==> config.mk <==
export PLATFORM = sky130hd
export DESIGN_NAME = jtag_ctrlport_top
export DESIGN_NICKNAME = d
export VERILOG_FILES = /design/src/verilog/jtag_ctrlport_pkg.sv /design/src/verilog/bitq_if.sv /design/src/verilog/ctrlport_to_jtag.sv /design/src/verilog/bitq_fsm.sv /design/src/verilog/jtag_ctrlport_top.sv
export SDC_FILE = /design/constraint.sdc
export NUM_CORES = 1
export LEC_CHECK = 0
export ABC_AREA = 1
export CAP_MARGIN = 20
export CORE_ASPECT_RATIO = 1.5
export CORE_MARGIN = 2
export CORE_UTILIZATION = 48
export DETAILED_ROUTE_END_ITERATION = 10
export DONT_BUFFER_PORTS = 1
export PLACE_DENSITY = 0.65
export SKIP_CTS_REPAIR_TIMING = 1
export SLEW_MARGIN = 20
export SYNTH_ARGS = -nofsm -noshare
export SYNTH_HDL_FRONTEND = slang
export SYNTH_HIERARCHICAL = 1
export SYNTH_SLANG_ARGS = --single-unit
==> constraint.sdc <==
create_clock -name ctrlport_clk -period 1.6 [get_ports ctrlport_clk]
set_input_delay 0.08 -clock ctrlport_clk [delete_from_list [all_inputs] [get_ports ctrlport_clk]]
set_output_delay 0.08 -clock ctrlport_clk [all_outputs]
set_load 0.02 [all_outputs]
==> src/verilog/jtag_ctrlport_pkg.sv <==
package jtag_ctrlport_pkg;

  // --------------------------------------------------------------------------
  // controlport bus and register window
  // --------------------------------------------------------------------------
  localparam int ctrlport_addr_w = 20;
  localparam int ctrlport_data_w = 32;

  localparam logic [ctrlport_addr_w-1:0] jtag_base_addr = 20'h0_0000;
  // window size in byte addresses
  localparam int jtag_num_addr = 32;

  // byte offsets inside the window
  localparam logic [ctrlport_addr_w-1:0] reg_tx_data  = 20'h0_0000;
  localparam logic [ctrlport_addr_w-1:0] reg_stb_data = 20'h0_0004;
  localparam logic [ctrlport_addr_w-1:0] reg_control  = 20'h0_0008;
  localparam logic [ctrlport_addr_w-1:0] reg_rx_data  = 20'h0_000C;

  // --------------------------------------------------------------------------
  // control register fields
  // --------------------------------------------------------------------------
  localparam int prescalar_w = 8;
  localparam int length_w    = 5;
  localparam int shift_w     = 32;

  localparam int prescalar_lsb = 0;
  localparam int prescalar_msb = prescalar_lsb + prescalar_w - 1;
  // length holds bit count minus one
  localparam int length_lsb = 8;
  localparam int length_msb = length_lsb + length_w - 1;
  // same bit position, write side and read side
  localparam int reset_bit = 31;
  localparam int ready_bit = 31;

  localparam logic [prescalar_w-1:0] default_prescalar = 8'd1;

  // response status codes
  typedef enum logic [1:0] {sts_okay, sts_cmderr, sts_slverr, sts_ackerr} ctrl_status_t;

  // bit-queue engine states
  typedef enum logic [1:0] {st_idle, st_low, st_high} bitq_state_t;

endpackage

==> src/verilog/bitq_if.sv <==
`timescale 1ns/1ps

interface bitq_if;
  import jtag_ctrlport_pkg::*;

  // one-cycle strobes from the register block
  logic start;
  logic soft_rst;

  // transfer settings, held stable while ready is low
  logic [prescalar_w-1:0] prescalar;
  logic [length_w-1:0]    len;
  logic [shift_w-1:0]     wr_data;
  logic [shift_w-1:0]     stb_data;

  // engine status and captured tdo bits
  logic               ready;
  logic [shift_w-1:0] rd_data;

  // register block side
  modport regs (
    output start, soft_rst, prescalar, len, wr_data, stb_data,
    input  ready, rd_data
  );

  // engine side
  modport engine (
    input  start, soft_rst, prescalar, len, wr_data, stb_data,
    output ready, rd_data
  );

endinterface

==> src/verilog/ctrlport_to_jtag.sv <==
`timescale 1ns/1ps

module ctrlport_to_jtag (
  input  logic                                         ctrlport_clk,
  input  logic                                         ctrlport_rst,
  // controlport slave
  input  logic                                         s_ctrlport_req_wr,
  input  logic                                         s_ctrlport_req_rd,
  input  logic [jtag_ctrlport_pkg::ctrlport_addr_w-1:0] s_ctrlport_req_addr,
  input  logic [jtag_ctrlport_pkg::ctrlport_data_w-1:0] s_ctrlport_req_data,
  output logic                                         s_ctrlport_resp_ack,
  output jtag_ctrlport_pkg::ctrl_status_t               s_ctrlport_resp_status,
  output logic [jtag_ctrlport_pkg::ctrlport_data_w-1:0] s_ctrlport_resp_data,
  // towards the engine
  bitq_if.regs                                         bitq
);
  import jtag_ctrlport_pkg::*;

  // --------------------------------------------------------------------------
  // address decode
  // --------------------------------------------------------------------------
  logic                       addr_in_range;
  logic [ctrlport_addr_w-1:0] addr_offset;
  logic                       soft_rst_req;
  logic [ctrlport_data_w-1:0] control_word;

  // window check, upper bound exclusive
  assign addr_in_range = (s_ctrlport_req_addr >= jtag_base_addr) &&
                         (s_ctrlport_req_addr < jtag_base_addr + jtag_num_addr);
  assign addr_offset   = s_ctrlport_req_addr - jtag_base_addr;

  // reset bit set on a control write, accepted even while busy
  assign soft_rst_req = (addr_offset == reg_control) &&
                        s_ctrlport_req_data[reset_bit];

  // readback image of the control register
  always_comb begin
    control_word                             = '0;
    control_word[prescalar_msb:prescalar_lsb] = bitq.prescalar;
    control_word[length_msb:length_lsb]       = bitq.len;
    control_word[ready_bit]                   = bitq.ready;
  end

  // --------------------------------------------------------------------------
  // request handling, response one clock after the strobe
  // --------------------------------------------------------------------------
  always_ff @(posedge ctrlport_clk) begin
    if (ctrlport_rst) begin
      s_ctrlport_resp_ack    <= 1'b0;
      s_ctrlport_resp_status <= sts_okay;
      s_ctrlport_resp_data   <= '0;
      bitq.start             <= 1'b0;
      bitq.soft_rst          <= 1'b0;
      bitq.prescalar         <= default_prescalar;
      bitq.len               <= '0;
      bitq.wr_data           <= '0;
      bitq.stb_data          <= '0;
    end else begin
      // strobes last one cycle
      bitq.start    <= 1'b0;
      bitq.soft_rst <= 1'b0;
      s_ctrlport_resp_ack    <= 1'b0;
      s_ctrlport_resp_status <= sts_okay;
      s_ctrlport_resp_data   <= '0;

      if (s_ctrlport_req_wr && addr_in_range) begin
        s_ctrlport_resp_ack <= 1'b1;
        if (soft_rst_req) begin
          // abort, settings left untouched
          bitq.soft_rst <= 1'b1;
        end else if (!bitq.ready) begin
          // busy, drop the write
          s_ctrlport_resp_status <= sts_cmderr;
        end else begin
          case (addr_offset)
            reg_tx_data: begin
              bitq.wr_data <= s_ctrlport_req_data;
            end
            reg_stb_data: begin
              bitq.stb_data <= s_ctrlport_req_data;
            end
            reg_control: begin
              bitq.prescalar <= s_ctrlport_req_data[prescalar_msb:prescalar_lsb];
              bitq.len       <= s_ctrlport_req_data[length_msb:length_lsb];
              // reset bit clear here, so kick off a transfer
              bitq.start     <= 1'b1;
            end
            default: begin
              s_ctrlport_resp_status <= sts_cmderr;
            end
          endcase
        end
      end else if (s_ctrlport_req_rd && addr_in_range) begin
        s_ctrlport_resp_ack <= 1'b1;
        case (addr_offset)
          reg_rx_data: begin
            s_ctrlport_resp_data <= bitq.rd_data;
          end
          reg_control: begin
            s_ctrlport_resp_data <= control_word;
          end
          // write-only and unused offsets
          default: begin
            s_ctrlport_resp_status <= sts_cmderr;
          end
        endcase
      end
      // out of range: stay silent, no ack
    end
  end

endmodule

==> src/verilog/bitq_fsm.sv <==
`timescale 1ns/1ps

module bitq_fsm (
  input  logic      ctrlport_clk,
  input  logic      ctrlport_rst,
  // settings and status towards the register block
  bitq_if.engine    bitq,
  // jtag pins
  output logic      tck,
  output logic      tdi,
  output logic      tms,
  input  logic      tdo
);
  import jtag_ctrlport_pkg::*;

  // --------------------------------------------------------------------------
  // state and counters
  // --------------------------------------------------------------------------
  bitq_state_t            state;
  // clocks spent in the current phase
  logic [prescalar_w-1:0] div_cnt;
  // index of the bit on the wire
  logic [length_w-1:0]    bit_cnt;
  // working copies of tdi and tms data
  logic [shift_w-1:0]     tx_sh;
  logic [shift_w-1:0]     tms_sh;

  logic phase_done;

  // a phase lasts prescalar+1 clocks
  assign phase_done = (div_cnt == bitq.prescalar);

  always_ff @(posedge ctrlport_clk) begin
    if (ctrlport_rst) begin
      state        <= st_idle;
      div_cnt      <= '0;
      bit_cnt      <= '0;
      tx_sh        <= '0;
      tms_sh       <= '0;
      bitq.rd_data <= '0;
    end else if (bitq.soft_rst) begin
      // abort, keep captured data for readback
      state   <= st_idle;
      div_cnt <= '0;
      bit_cnt <= '0;
    end else begin
      case (state)
        st_idle: begin
          if (bitq.start) begin
            state        <= st_low;
            div_cnt      <= '0;
            bit_cnt      <= '0;
            tx_sh        <= bitq.wr_data;
            tms_sh       <= bitq.stb_data;
            bitq.rd_data <= '0;
          end
        end

        // tck low, tdi/tms settle
        st_low: begin
          if (phase_done) begin
            div_cnt <= '0;
            state   <= st_high;
          end else begin
            div_cnt <= div_cnt + 1'b1;
          end
        end

        // tck high, tdo taken on the first clock
        st_high: begin
          if (div_cnt == '0) begin
            bitq.rd_data[bit_cnt] <= tdo;
          end
          if (phase_done) begin
            div_cnt <= '0;
            if (bit_cnt == bitq.len) begin
              state <= st_idle;
            end else begin
              // next bit shows up as the low phase begins
              state   <= st_low;
              bit_cnt <= bit_cnt + 1'b1;
              tx_sh   <= tx_sh >> 1;
              tms_sh  <= tms_sh >> 1;
            end
          end else begin
            div_cnt <= div_cnt + 1'b1;
          end
        end

        default: begin
          state <= st_idle;
        end
      endcase
    end
  end

  // --------------------------------------------------------------------------
  // outputs
  // --------------------------------------------------------------------------
  // tck idles low, high only in the high phase
  assign tck = (state == st_high);

  // lsb first
  assign tdi = tx_sh[0];
  assign tms = tms_sh[0];

  assign bitq.ready = (state == st_idle);

endmodule

==> src/verilog/jtag_ctrlport_top.sv <==
`timescale 1ns/1ps

module jtag_ctrlport_top (
  input  logic                                         ctrlport_clk,
  input  logic                                         ctrlport_rst,
  // controlport slave
  input  logic                                         s_ctrlport_req_wr,
  input  logic                                         s_ctrlport_req_rd,
  input  logic [jtag_ctrlport_pkg::ctrlport_addr_w-1:0] s_ctrlport_req_addr,
  input  logic [jtag_ctrlport_pkg::ctrlport_data_w-1:0] s_ctrlport_req_data,
  output logic                                         s_ctrlport_resp_ack,
  output jtag_ctrlport_pkg::ctrl_status_t               s_ctrlport_resp_status,
  output logic [jtag_ctrlport_pkg::ctrlport_data_w-1:0] s_ctrlport_resp_data,
  // jtag pins
  output logic                                         tck,
  output logic                                         tdi,
  output logic                                         tms,
  input  logic                                         tdo
);

  // settings, strobes and result between the two blocks
  bitq_if bitq ();

  // register window
  ctrlport_to_jtag i_regs (
    .ctrlport_clk           (ctrlport_clk),
    .ctrlport_rst           (ctrlport_rst),
    .s_ctrlport_req_wr      (s_ctrlport_req_wr),
    .s_ctrlport_req_rd      (s_ctrlport_req_rd),
    .s_ctrlport_req_addr    (s_ctrlport_req_addr),
    .s_ctrlport_req_data    (s_ctrlport_req_data),
    .s_ctrlport_resp_ack    (s_ctrlport_resp_ack),
    .s_ctrlport_resp_status (s_ctrlport_resp_status),
    .s_ctrlport_resp_data   (s_ctrlport_resp_data),
    .bitq                   (bitq)
  );

  // bit-queue engine on the pins
  bitq_fsm i_engine (
    .ctrlport_clk (ctrlport_clk),
    .ctrlport_rst (ctrlport_rst),
    .bitq         (bitq),
    .tck          (tck),
    .tdi          (tdi),
    .tms          (tms),
    .tdo          (tdo)
  );

endmodule

==> flow_metrics.env <==
export IMPL_grt_busiest_layer="met2"
export IMPL_synth_cell_types=33
export IMPL_synth_edf_count=0
export IMPL_synth_area_top_cells="dfxtp_1, nand2_1, nand4_1, nor2_1, a21oi_1"
export IMPL_multi_input_area_sq_mm=0.00595
export IMPL_clock_root_buffer="clkbuf_16"
export IMPL_cts_buffers=23
export IMPL_drc=0
export IMPL_power_leakage_nw=5.47
export IMPL_gr_usage_met2=0.437
export IMPL_yosysSeqAreaShare=0.420
export IMPL_synthAdderAreaFrac=0.0129
export IMPL_synth_main_ff_cell="dfxtp_1"
export IMPL_track_usage=0.238
export IMPL_clockPowerShare=0.345
export IMPL_antenna_left=0
export IMPL_synth_top_family_by_area="simple AND/OR/NAND/NOR gates"
export IMPL_synth_top_cell_by_area="dfxtp_1"
export IMPL_area_growth_synth_to_final_pct=30.3
export IMPL_power_frac_seq=0.368
export IMPL_fp_dieH_um=187
export IMPL_critPathArrivalTime_ps=2250
export IMPL_vdd_drop_max_v=0.000758
export IMPL_dp_hpwl_um=18800
export IMPL_dp_slack_ps=-201
export IMPL_violations="hold timing, setup timing"
export IMPL_synth_compound_area_frac=0.0770
export IMPL_synth_simple_gate_area_frac=0.383
export IMPL_fmax_mhz=550
export IMPL_netlist_area_sq_mm=0.0107
export IMPL_netlist_instances=1565
export IMPL_htreeDepth=1
export IMPL_gr_total_overflow=0
export IMPL_antenna_cells=0
export IMPL_yosysMostFrequentCell="nand2_1"
export IMPL_holdWs_ps=-343
export IMPL_tritoncts="yes"
export IMPL_drv_slew=0
export IMPL_start_util=0.490
export IMPL_combPwrFrac=0.287
export IMPL_clockBufferDepth=3
export IMPL_path_class="register to register"
export IMPL_cts_num_sinks=224
export IMPL_fin_crit_sh=1.14
export IMPL_use_met1=0.282
export IMPL_use_met3=0.0290
export IMPL_first_pass_iters=5
export IMPL_vias=10643
export IMPL_finish_net_count=1707
export IMPL_grt_pass1_wl_um=47000
export IMPL_rsz0062_at_grt="true"
export IMPL_avgRoutedWirePerCell_um=16.7
export IMPL_worstSetupStartpointType="register"
export IMPL_powerDensity_mw_per_mm2=1110
export IMPL_drt_iter0_drc=662
export IMPL_switching_power_mw=4.93
export IMPL_clock_latency_ps=530
export IMPL_syn_area_per_cell_sq_um=6.82
export IMPL_finalHoldViolCount=99
export IMPL_regArea_sq_mm=0.00450
export IMPL_globalplace_congestion=0.847
export IMPL_io_pins=95
export IMPL_syn_nets=1633
export IMPL_yosys_warnings=6
export IMPL_worst_slack_ps=-217
export IMPL_hold_path_class="primary input to register"
export IMPL_maxCapViolCount=0
export IMPL_skew_ps=26.0
export IMPL_antenna_found_initial=0
export IMPL_nFillCells=1876
export IMPL_utilization=0.638
export IMPL_end_kind="register"
export IMPL_yosys_area_share_xor_xnor=0.00492
export IMPL_core_area_sq_mm=0.0218
export IMPL_rows=66
export IMPL_wirelength_um=32200
export IMPL_design_die_area_sq_mm=0.0235
export IMPL_p_int_mw=10.5
export IMPL_grt_pass1_vias=9438
export IMPL_muxShareOfSynthArea=0
export IMPL_setup_viol=123
export IMPL_critical_path_required_ps=2040
export IMPL_yosys_top_cells_count="nand2_1, dfxtp_1, nor2_1, nand4_1, inv_1"
export IMPL_port_buffers=0
export IMPL_swShare=0.319
export IMPL_via_per_inst=5.53
export IMPL_ys_ff_latch=224
export IMPL_grt_max_degree=101
export IMPL_critPathMaxFanout=8
export IMPL_status="finished, violations left"
export IMPL_synth_top_cell_area_share=0.420
export IMPL_drive_gt1_frac=0.227
export IMPL_path_clk_slew_ps=60
export IMPL_min_period_ps=1820
export IMPL_async_reset_ff_frac=0
export IMPL_fp_dieW_um=126
-- worst max-delay path, cell delays in order (launching register included) --
cell	delay, ps
dfxtp_4	370
inv_4	70
ha_4	160
inv_2	50
nand2_2	60
nand2_2	80
nor2_4	140
buf_6	130
nand2_8	60
nor2_4	250
clkbuf_16	210
nand2_1	50
a21oi_1	110
-- routing by layer --
layer / vias to the layer above / routed length, um
met5: - / 0
met4: 0 / 1500
met3: 101 / 1700
met2: 342 / 16700
met1: 5017 / 12300
li1: 5183 / -
-- area by class of cell --
cell class,instances,share of cell area
clock inverter,8,0.00512
tap,272,0.0245
clock buffer,32,0.0482
inverter,134,0.0365
multi-input combinational,1098,0.427
sequential,224,0.323
timing repair buffer,158,0.135
-- final timing paths --
path | to | from | cells after the start | slack (ps)
worst max register to register | i_engine/bitq.rd_data[0]$_SDFFE_PP0P_ | i_engine/state[1]$_SDFFE_PP0P_ | 12 | -220
worst min-delay path | i_regs/s_ctrlport_resp_status[0]$_SDFF_PP0_ | ctrlport_rst | 1 | -340
worst min register to register | i_engine/bitq.rd_data[2]$_SDFFE_PP0P_ | i_engine/bitq.rd_data[2]$_SDFFE_PP0P_ | 2 | 460
worst max-delay path | i_engine/bitq.rd_data[0]$_SDFFE_PP0P_ | i_engine/state[1]$_SDFFE_PP0P_ | 12 | -220
-- stage by stage --
step	power [mW]	instance area (sq um)	TNS (ps)	std cells
4_1_cts	14.1	12100	-20100	1857
2_1_floorplan	7.85	10700	-204	1565
5_1_grt	16.1	13900	-28680	1926
3_3_place_gp	8.72	11400	-14180	1817
6_report	15.5	13900	-17350	1926
3_5_place_dp	8.75	11400	-16910	1817
-- logic make-up (layout without fill, tap and decap cells) --
| group | count (synthesis) | count (layout) |
|---|---|---|
| adders and majority gates | 11 | 11 |
| DFF | 224 | 224 |
| xor gates and xnor gates | 6 | 6 |
| AOI/OAI and AO/OA | 160 | 160 |
| buffers and inverters | 244 | 332 |
| and+or+nand+nor | 919 | 920 |
| other | 1 | 1 |
-- cells in the final DEF, fill, tap and decap left out, types with 34 or more instances in the layout --
cell type,netlist,layout
nand2_1,477,393
nor2_1,220,215
dfxtp_1,224,213
nand4_1,149,149
inv_1,129,122
buf_4,22,68
a21oi_2,0,65
nand2_2,5,52
a21oi_1,109,44
clkbuf_16,0,36
nand2_4,1,35
dlygate4sd3_1,0,35
o21ai_0,36,34
-- registers in the layout, indices dropped and copies added, names as in the netlist --
register and cells:
i_engine/div_cnt 8, i_regs/bitq.stb_data 32, i_regs/s_ctrlport_resp_status 1, i_regs/s_ctrlport_resp_data 32, i_engine/tx_sh 32, i_regs/bitq.len 5
i_engine/bitq.rd_data 32, i_regs/bitq.start 1, i_regs/bitq.soft_rst 1, i_engine/bit_cnt 5, i_engine/state 2, i_regs/bitq.prescalar 8
i_engine/tms_sh 32, i_regs/s_ctrlport_resp_ack 1, i_regs/bitq.wr_data 32
-- power groups by stage --
stage          logic (mW)  clock network, mW  registers (mW)
6_report             4.44               5.33            5.69
5_1_grt              4.76               5.63            5.69
4_1_cts              2.96               5.41            5.69
3_5_place_dp         2.93                  0            5.81
3_3_place_gp         2.90                  0            5.81
2_1_floorplan        2.02                  0            5.83
Power figures use the tool's default switching activity.
